--- src/hdl/mem_defs.svh ---
`ifndef MEM_DEFS_SVH
`define MEM_DEFS_SVH

// byte address and word widths
`define MEM_ADDR_W 16
`define MEM_DATA_W 16

// tag in bits 15..11, index in 10..3, word in 2..1
`define TAG_W 5
`define INDEX_W 8
`define WORD_W 2

// one bank per word of a line
`define LINE_WORDS 4

// bank timing
`define BANK_BUSY 4
`define MEM_RD_LAT 2

`endif

--- src/hdl/mem_pkg.sv ---
`default_nettype none

package mem_pkg;

   // cache controller FSM
   typedef enum logic [3:0] {
      IDLE      = 4'd0,
      COMP1     = 4'd1,
      WB        = 4'd2,
      ALLOC     = 4'd3,
      FILL_WAIT = 4'd4,
      COMP2     = 4'd5
   } ctrl_state_e;

   // main memory opcode
   typedef enum logic [1:0] {
      MEM_NOP = 2'd0,
      MEM_RD  = 2'd1,
      MEM_WR  = 2'd2
   } mem_op_e;

endpackage

`default_nettype wire

--- src/hdl/cache_ctrl.sv ---
`timescale 1ns/1ns
`default_nettype none

`include "mem_defs.svh"

module cache_ctrl (
   input  logic                   clk,
   input  logic                   rst,
   input  logic                   rd,
   input  logic                   wr,
   input  logic [`MEM_ADDR_W-1:0] addr,
   input  logic [`MEM_DATA_W-1:0] data_in,
   input  logic                   hit,
   input  logic                   dirty,
   input  logic                   valid,
   input  logic [`TAG_W-1:0]      tag_out,
   input  logic [`MEM_DATA_W-1:0] c_rdata,
   input  logic [`MEM_DATA_W-1:0] mem_rdata,
   input  logic                   stall,
   output logic                   cache_enable,
   output logic                   comp,
   output logic                   c_write,
   output logic                   valid_in,
   output logic [`TAG_W-1:0]      tag_in,
   output logic [`INDEX_W-1:0]    index,
   output logic [`WORD_W-1:0]     word,
   output logic [`MEM_DATA_W-1:0] c_wdata,
   output logic [`MEM_ADDR_W-1:0] mem_addr,
   output logic [`MEM_DATA_W-1:0] mem_wdata,
   output mem_pkg::mem_op_e       mem_op,
   output logic [`MEM_DATA_W-1:0] data_out,
   output logic                   done,
   output logic                   cache_hit,
   output logic                   err
);

   import mem_pkg::*;

   ctrl_state_e                          state;
   ctrl_state_e                          next_state;
   logic [`TAG_W-1:0]                    req_tag;
   logic [`INDEX_W-1:0]                  req_index;
   logic [`WORD_W-1:0]                   req_word;
   logic [`WORD_W-1:0]                   cnt;
   logic                                 cnt_inc;
   logic                                 push;
   logic                                 err_set;
   logic [`MEM_RD_LAT-1:0]               pend_vld;
   logic [`MEM_RD_LAT-1:0][`WORD_W-1:0]  pend_word;
   logic                                 fill;
   logic [`WORD_W-1:0]                   fill_word;

   // request fields straight from the held inputs
   assign req_tag   = addr[`MEM_ADDR_W-1 -: `TAG_W];
   assign req_index = addr[`WORD_W+1 +: `INDEX_W];
   assign req_word  = addr[1 +: `WORD_W];

   assign tag_in    = req_tag;
   assign index     = req_index;
   assign data_out  = c_rdata;
   assign fill      = pend_vld[`MEM_RD_LAT-1];
   assign fill_word = pend_word[`MEM_RD_LAT-1];

   always_comb begin
      next_state   = state;
      cache_enable = 1'b0;
      comp         = 1'b0;
      c_write      = 1'b0;
      valid_in     = 1'b0;
      word         = req_word;
      c_wdata      = data_in;
      mem_op       = MEM_NOP;
      mem_addr     = {req_tag, req_index, cnt, 1'b0};
      mem_wdata    = c_rdata;
      done         = 1'b0;
      cache_hit    = 1'b0;
      cnt_inc      = 1'b0;
      push         = 1'b0;
      err_set      = 1'b0;

      // returning read data goes into the line
      if (fill) begin
         cache_enable = 1'b1;
         c_write      = 1'b1;
         valid_in     = 1'b1;
         word         = fill_word;
         c_wdata      = mem_rdata;
      end

      case (state)
         IDLE: begin
            // err is still high on the cycle the requester sees it
            if ((rd || wr) && !err) begin
               if (addr[0]) begin
                  err_set = 1'b1;
               end else begin
                  next_state = COMP1;
               end
            end
         end
         COMP1: begin
            cache_enable = 1'b1;
            comp         = 1'b1;
            c_write      = wr;
            if (hit) begin
               done       = 1'b1;
               cache_hit  = 1'b1;
               next_state = IDLE;
            end else if (valid && dirty) begin
               next_state = WB;
            end else begin
               next_state = ALLOC;
            end
         end
         WB: begin
            // victim goes out at its own tag
            word     = cnt;
            mem_op   = MEM_WR;
            mem_addr = {tag_out, req_index, cnt, 1'b0};
            if (!stall) begin
               cnt_inc = 1'b1;
               if (cnt == '1) begin
                  next_state = ALLOC;
               end
            end
         end
         ALLOC: begin
            mem_op = MEM_RD;
            if (!stall) begin
               cnt_inc = 1'b1;
               push    = 1'b1;
               if (cnt == '1) begin
                  next_state = FILL_WAIT;
               end
            end
         end
         FILL_WAIT: begin
            if (pend_vld[`MEM_RD_LAT-2:0] == '0) begin
               next_state = COMP2;
            end
         end
         COMP2: begin
            cache_enable = 1'b1;
            comp         = 1'b1;
            c_write      = wr;
            done         = 1'b1;
            next_state   = IDLE;
         end
         default: begin
            next_state = IDLE;
         end
      endcase
   end

   always_ff @(posedge clk) begin
      if (rst) begin
         state    <= IDLE;
         err      <= 1'b0;
         cnt      <= '0;
         pend_vld <= '0;
      end else begin
         state    <= next_state;
         err      <= err_set;
         pend_vld <= {pend_vld[`MEM_RD_LAT-2:0], push};
         if (cnt_inc) begin
            cnt <= cnt + 1'b1;
         end
      end
   end

   // word numbers of reads in flight
   always_ff @(posedge clk) begin
      pend_word <= {pend_word[`MEM_RD_LAT-2:0], cnt};
   end

endmodule

`default_nettype wire

--- config.mk ---
export PLATFORM = sky130hd
export DESIGN_NAME = cache_ctrl
export DESIGN_NICKNAME = d
export VERILOG_FILES = /design/src/hdl/mem_pkg.sv /design/src/hdl/cache_ctrl.sv
export VERILOG_INCLUDE_DIRS = /design/src /design/src/hdl
export SDC_FILE = /design/constraint.sdc
export NUM_CORES = 1
export LEC_CHECK = 0
export BUFFER_PORTS_ARGS = -buffer_cell sky130_fd_sc_hd__clkbuf_2
export CORE_ASPECT_RATIO = 0.8
export CORE_MARGIN = 2
export CORE_UTILIZATION = 33
export DETAILED_ROUTE_END_ITERATION = 12
export PLACE_DENSITY = 0.93
export RECOVER_POWER = 100
export SETUP_SLACK_MARGIN = 0.3
export SYNTH_ARGS = -nofsm -noshare
export SYNTH_HDL_FRONTEND = slang
export SYNTH_SLANG_ARGS = --single-unit
--- constraint.sdc ---
create_clock -name clk -period 3.3 [get_ports clk]
set_input_delay 0.165 -clock clk [delete_from_list [all_inputs] [get_ports clk]]
set_output_delay 0.165 -clock clk [all_outputs]
set_load 0.02 [all_outputs]
---- Word level (Yosys, flattened, before mapping) ----
Index checks and enable logic that the tools add are counted.
storage, ports and cells
  output and inout port bits .............. 88
  word-level logic and storage cells ...... 59
  input port bits ......................... 77
  bits in registers ....................... 13
operators by class
  add/subtract/negate cells ............... 1
  bitwise gates (word level) .............. 3
  eq/ne operators ......................... 13
  reduce and logical (&&, ||, !) cells .... 10
  mux-type cells .......................... 25
operators by type and width
  kind                                            count
  2-to-1 mux 16 bit                               2
  2-to-1 mux 4 bit                                7
  case mux 4 bit (5 select lines)                 1
  != test 2 bit (second input constant)           7
  2-to-1 mux 1 bit                                10
  == test 4 x 2 -> 1 bit (second input constant)  2
  == test 4 x 3 -> 1 bit (second input constant)  2
  AND reduction 7 bit                             1
  2-to-1 mux 2 bit                                3
  OR reduction 2 bit                              3
  == test 4 x 1 -> 1 bit (second input constant)  1
  logical NOT 4 bit                               1
  case mux 2 bit (2 select lines)                 1
  NOT 1 bit                                       3
  OR reduction 3 bit                              1
  adder 2 x 1 -> 2 bit (second input constant)    1
  == test 2 bit (second input constant)           1
  logical AND 1 bit                               2
  case mux 1 bit (2 select lines)                 1
  logical NOT 1 bit                               1
  logical OR 1 bit                                1

---- Depth between registers and ports, before layout ----
  depth in word-level cells ............... 4
  depth in mapped cells ................... 5
  gate-level depth less buffers ........... 4

---- Least setup slack after synthesis ----
Ideal clock, no wire load.
  path type ............................... flip-flop to output port
  from .................................... register pend_vld[1]
  to ...................................... output word[0]
  path slack .............................. 1736 ps
  path buffers ............................ 1
  data required time ...................... 3135 ps
  arrival ................................. 1399 ps
  cell stages (with the launch flop) ...... 4
  cells stage by stage .................... dfxtp_1 clkbuf_1 mux2i_1 o21ai_0
on the way
  word-level cells in the longest chain between the ends .. 2
ends and longest elaborated chain
  what                    line               text
  from (decl)             cache_ctrl.sv:48   logic [`MEM_RD_LAT-1:0] pend_vld;
  from (signal assigned)  cache_ctrl.sv:164  pend_vld <= {pend_vld[`MEM_RD_LAT-2:0], push};
  2-to-1 mux 2 bit        cache_ctrl.sv:82   if (fill) begin
  2-to-1 mux 2 bit        cache_ctrl.sv:90   case (state)
  to (decl)               cache_ctrl.sv:26   output logic [`WORD_W-1:0] word,
No other way between the ends.

---- Worst setup path in the final report ----
  from .................................... register state[1]
  to ...................................... output mem_addr[14]
on the way
  word-level cells in the longest chain between the ends .. 2
ends and longest elaborated chain
  what                    line               text
  from (decl)             cache_ctrl.sv:39   ctrl_state_e state;
  from (signal assigned)  cache_ctrl.sv:162  state <= next_state;
  == test 4 x 2 -> 1 bit  cache_ctrl.sv:90
  2-to-1 mux 16 bit       cache_ctrl.sv:90
  to (decl)               cache_ctrl.sv:28   output logic [`MEM_ADDR_W-1:0] mem_addr,
No other way between the ends.

==> results.sh <==
export IMPL_status="completed"
export IMPL_syn2layout_area_growth_pct=5.41
export IMPL_hold_path_end="pend_vld[0]"
export IMPL_final_cell_mix="clkbuf_2, clkbuf_1, mux2_2"
export IMPL_port_buffers=91
export IMPL_clkLatencyLatePin_ns=0.24
export IMPL_cp_num_buf_inv=1
export IMPL_fill_cells=383
export IMPL_antenna_cells=0
export IMPL_post_route_min_period_ns=2.45
export IMPL_path_delay_family="simple AND/OR/NAND/NOR gates"
export IMPL_ys_seq_area_frac=0.200
export IMPL_ctsResizeCount=0
export IMPL_use_met1=0.146
export IMPL_cts_hold_buf=0
export IMPL_grt_util_met2=0.193
export IMPL_place_congestion=0.719
export IMPL_nets=248
export IMPL_post_cts_setup_buffers=0
export IMPL_ys_ff_latch=12
export IMPL_worstSetupPathType="reg -> out"
export IMPL_critPathSlowestCell="nor3b_1"
export IMPL_grt_pass1_wl_mm=3.99
export IMPL_grt_usage=0.121
export IMPL_drcViolationCount=0
export IMPL_ant_nets=0
export IMPL_max_clock_path_buffers=2
export IMPL_tns_ns=0
export IMPL_num_rows=19
export IMPL_num_vias=921
export IMPL_first_pass_iters=4
export IMPL_crit_fanout=11
export IMPL_p_leak_nw=0.569
export IMPL_reg2reg_from="state[1]"
export IMPL_hp_class="in -> reg"
export IMPL_cts_sinks=12
export IMPL_crit_path_max_incr_delay_ns=0.98
export IMPL_power_total_w=0.000468
export IMPL_regToRegSetupSlack_ns=1.38
export IMPL_peakVddDrop_v=0.000169
export IMPL_drt_first_iter_violations=10
export IMPL_worstPathRequired_ns=3.13
export IMPL_routed_wl_mm=2.69
export IMPL_globalRouteMet3Util=0.0557
export IMPL_cts_root_buf="clkbuf_8"
export IMPL_rr_worst_depth=3
export IMPL_synthCells=134
export IMPL_hpwl_mm=2.24
export IMPL_arrival_ns=2.28
export IMPL_tightest_slew_ns=1.18
export IMPL_final_common_cell="clkbuf_2"
export IMPL_synth_area_leaders="buf_4, mux2_2, dfxtp_1"
export IMPL_path_cells="nor3b_1 > mux2_2 > clkbuf_1"
export IMPL_cts_made_buffers=3
export IMPL_antenna_found_initial=0
export IMPL_grt_start_max_net_pins=22
export IMPL_p_per_area_mw_per_mm2=370
export IMPL_netlist_area_mm2=0.00120
export IMPL_cap_violations=0
export IMPL_hold_viol=0
export IMPL_yosys_warnings=0
export IMPL_setup_viol=0
export IMPL_synth_nets=212
export IMPL_worst_setup_path_start_kind="flop"
export IMPL_busiest_layer="met2"
export IMPL_wl_per_cell_um=12.7
export IMPL_synth_avg_cell_area_um2=8.97
export IMPL_drv_slew=0
export IMPL_grt_overflow_total=0
export IMPL_htreeDepth=1
export IMPL_pin_count=165
export IMPL_grt_pass1_vias=900
export IMPL_relSlewSlack=0.210
export IMPL_skew_ns=0.00385
export IMPL_fmax_mhz=408
export IMPL_viasPerCell=4.36
export IMPL_reg2reg_to="state[0]"
export IMPL_tritoncts="done"
export IMPL_synth_distinct_cells=31
export IMPL_finalCritPeriodShare=0.742
export IMPL_yosysTopAreaCellShare=0.337
export IMPL_rsz0062_at_grt="no"
export IMPL_path_clk_slew_ns=0.05
export IMPL_die_h_um=58.0
export IMPL_die_w_um=71.5
export IMPL_synth_largest_area_cell="buf_4"
export IMPL_core_area_mm2=0.00347
export IMPL_hold_depth=2
export IMPL_drive_gt1_frac=0.467
export IMPL_endpoint_kind="output port"
export IMPL_min_delay_start="stall"
export IMPL_fp_dieArea_mm2=0.00415
export IMPL_start_util=0.346
[layer usage]
metal  share of wire  vias up
met1            0.41      384
li1                -      465
met3            0.12        2
met5               0        -
met4          0.0052        0
met2            0.46       70
[cell type report]
| class | instances | area [µm²] | area share |
|---|---|---|---|
| multi-input cells | 60 | 505 | 0.399 |
| flip-flops and latches | 12 | 240 | 0.190 |
| well taps | 42 | 52.6 | 0.0415 |
| repair buffers | 91 | 407 | 0.321 |
| clock buffers | 4 | 55.1 | 0.0434 |
| inverters | 2 | 7.51 | 0.00592 |
[flip-flops by register name, indices dropped and copies added, names as in the netlist]
signal     count
state          3
cnt            2
fill_word      2
pend_vld       2
pend_word      2
err            1
[worst register-to-register path: stages (launching register included)]
cell      delay, ns
dfxtp_1        0.46
nor3b_1        0.98
a221o_1        0.32
a211oi_1       0.04
[worst max-delay path by stage]
stage | start | end | slack [ns] | cells after the start
2_1_floorplan | pend_vld[1] | word[0] | 1.74 | 3
3_3_place_gp | state[1] | mem_addr[15] | 1.57 | 3
3_5_place_dp | state[1] | mem_addr[14] | 1.51 | 3
4_1_cts | state[1] | mem_addr[14] | 1.25 | 3
5_1_grt | state[1] | mem_addr[14] | 0.65 | 3
6_report | state[1] | mem_addr[14] | 0.85 | 3
[where the power goes]
group	total (W)	internal, W	switching (W)
Sequential	0.000160	0.000151	0.00000819
Clock	0.000159	0.000105	0.0000540
Combinational	0.000149	0.0000655	0.0000838
[metrics by stage]
step,instance area (µm²),worst slack (ns),instances,utilization,hold slack (ns)
after floorplan,1200,1.74,134,-,0.241
after global placement,1270,1.57,207,0.367,0.310
after detailed placement,1270,1.51,207,0.367,0.314
after CTS,1330,1.25,211,0.382,0.151
after global routing,1270,0.649,211,0.365,0.149
final,1270,0.850,211,0.365,0.147
[Yosys cell counts]
| master | count |
|---|---|
| nor3_1 | 1 |
| nand2b_1 | 3 |
| nor3b_1 | 2 |
| a21oi_1 | 1 |
| o21ai_0 | 2 |
| conb_1 | 1 |
| or3_1 | 2 |
| mux2_2 | 22 |
| xnor2_1 | 1 |
| buf_2 | 1 |
| dfxtp_1 | 12 |
| buf_4 | 54 |
| clkbuf_2 | 1 |
| a32oi_1 | 1 |
| buf_6 | 1 |
| nor2_1 | 6 |
| nand2_1 | 2 |
| nor3b_2 | 2 |
| nor2b_1 | 1 |
| o21bai_1 | 1 |
| a221o_1 | 1 |
| inv_1 | 2 |
| nand3b_1 | 1 |
| a211oi_1 | 2 |
| mux2i_1 | 3 |
| and3b_2 | 1 |
| clkbuf_1 | 3 |
| ha_1 | 1 |
| o21ba_2 | 1 |
| nor4b_1 | 1 |
| a2bb2oi_1 | 1 |
[logic make-up after synthesis]
group,synth area share
buffers and inverters,0.370
muxes,0.231
and+or+nand+nor,0.116
DFF,0.200
AOI/OAI and AO/OA,0.0624
adders and majority gates,0.0104
other,0.00312
xor gates and xnor gates,0.00729
No activity file was read; power rests on OpenSTA's default activity.
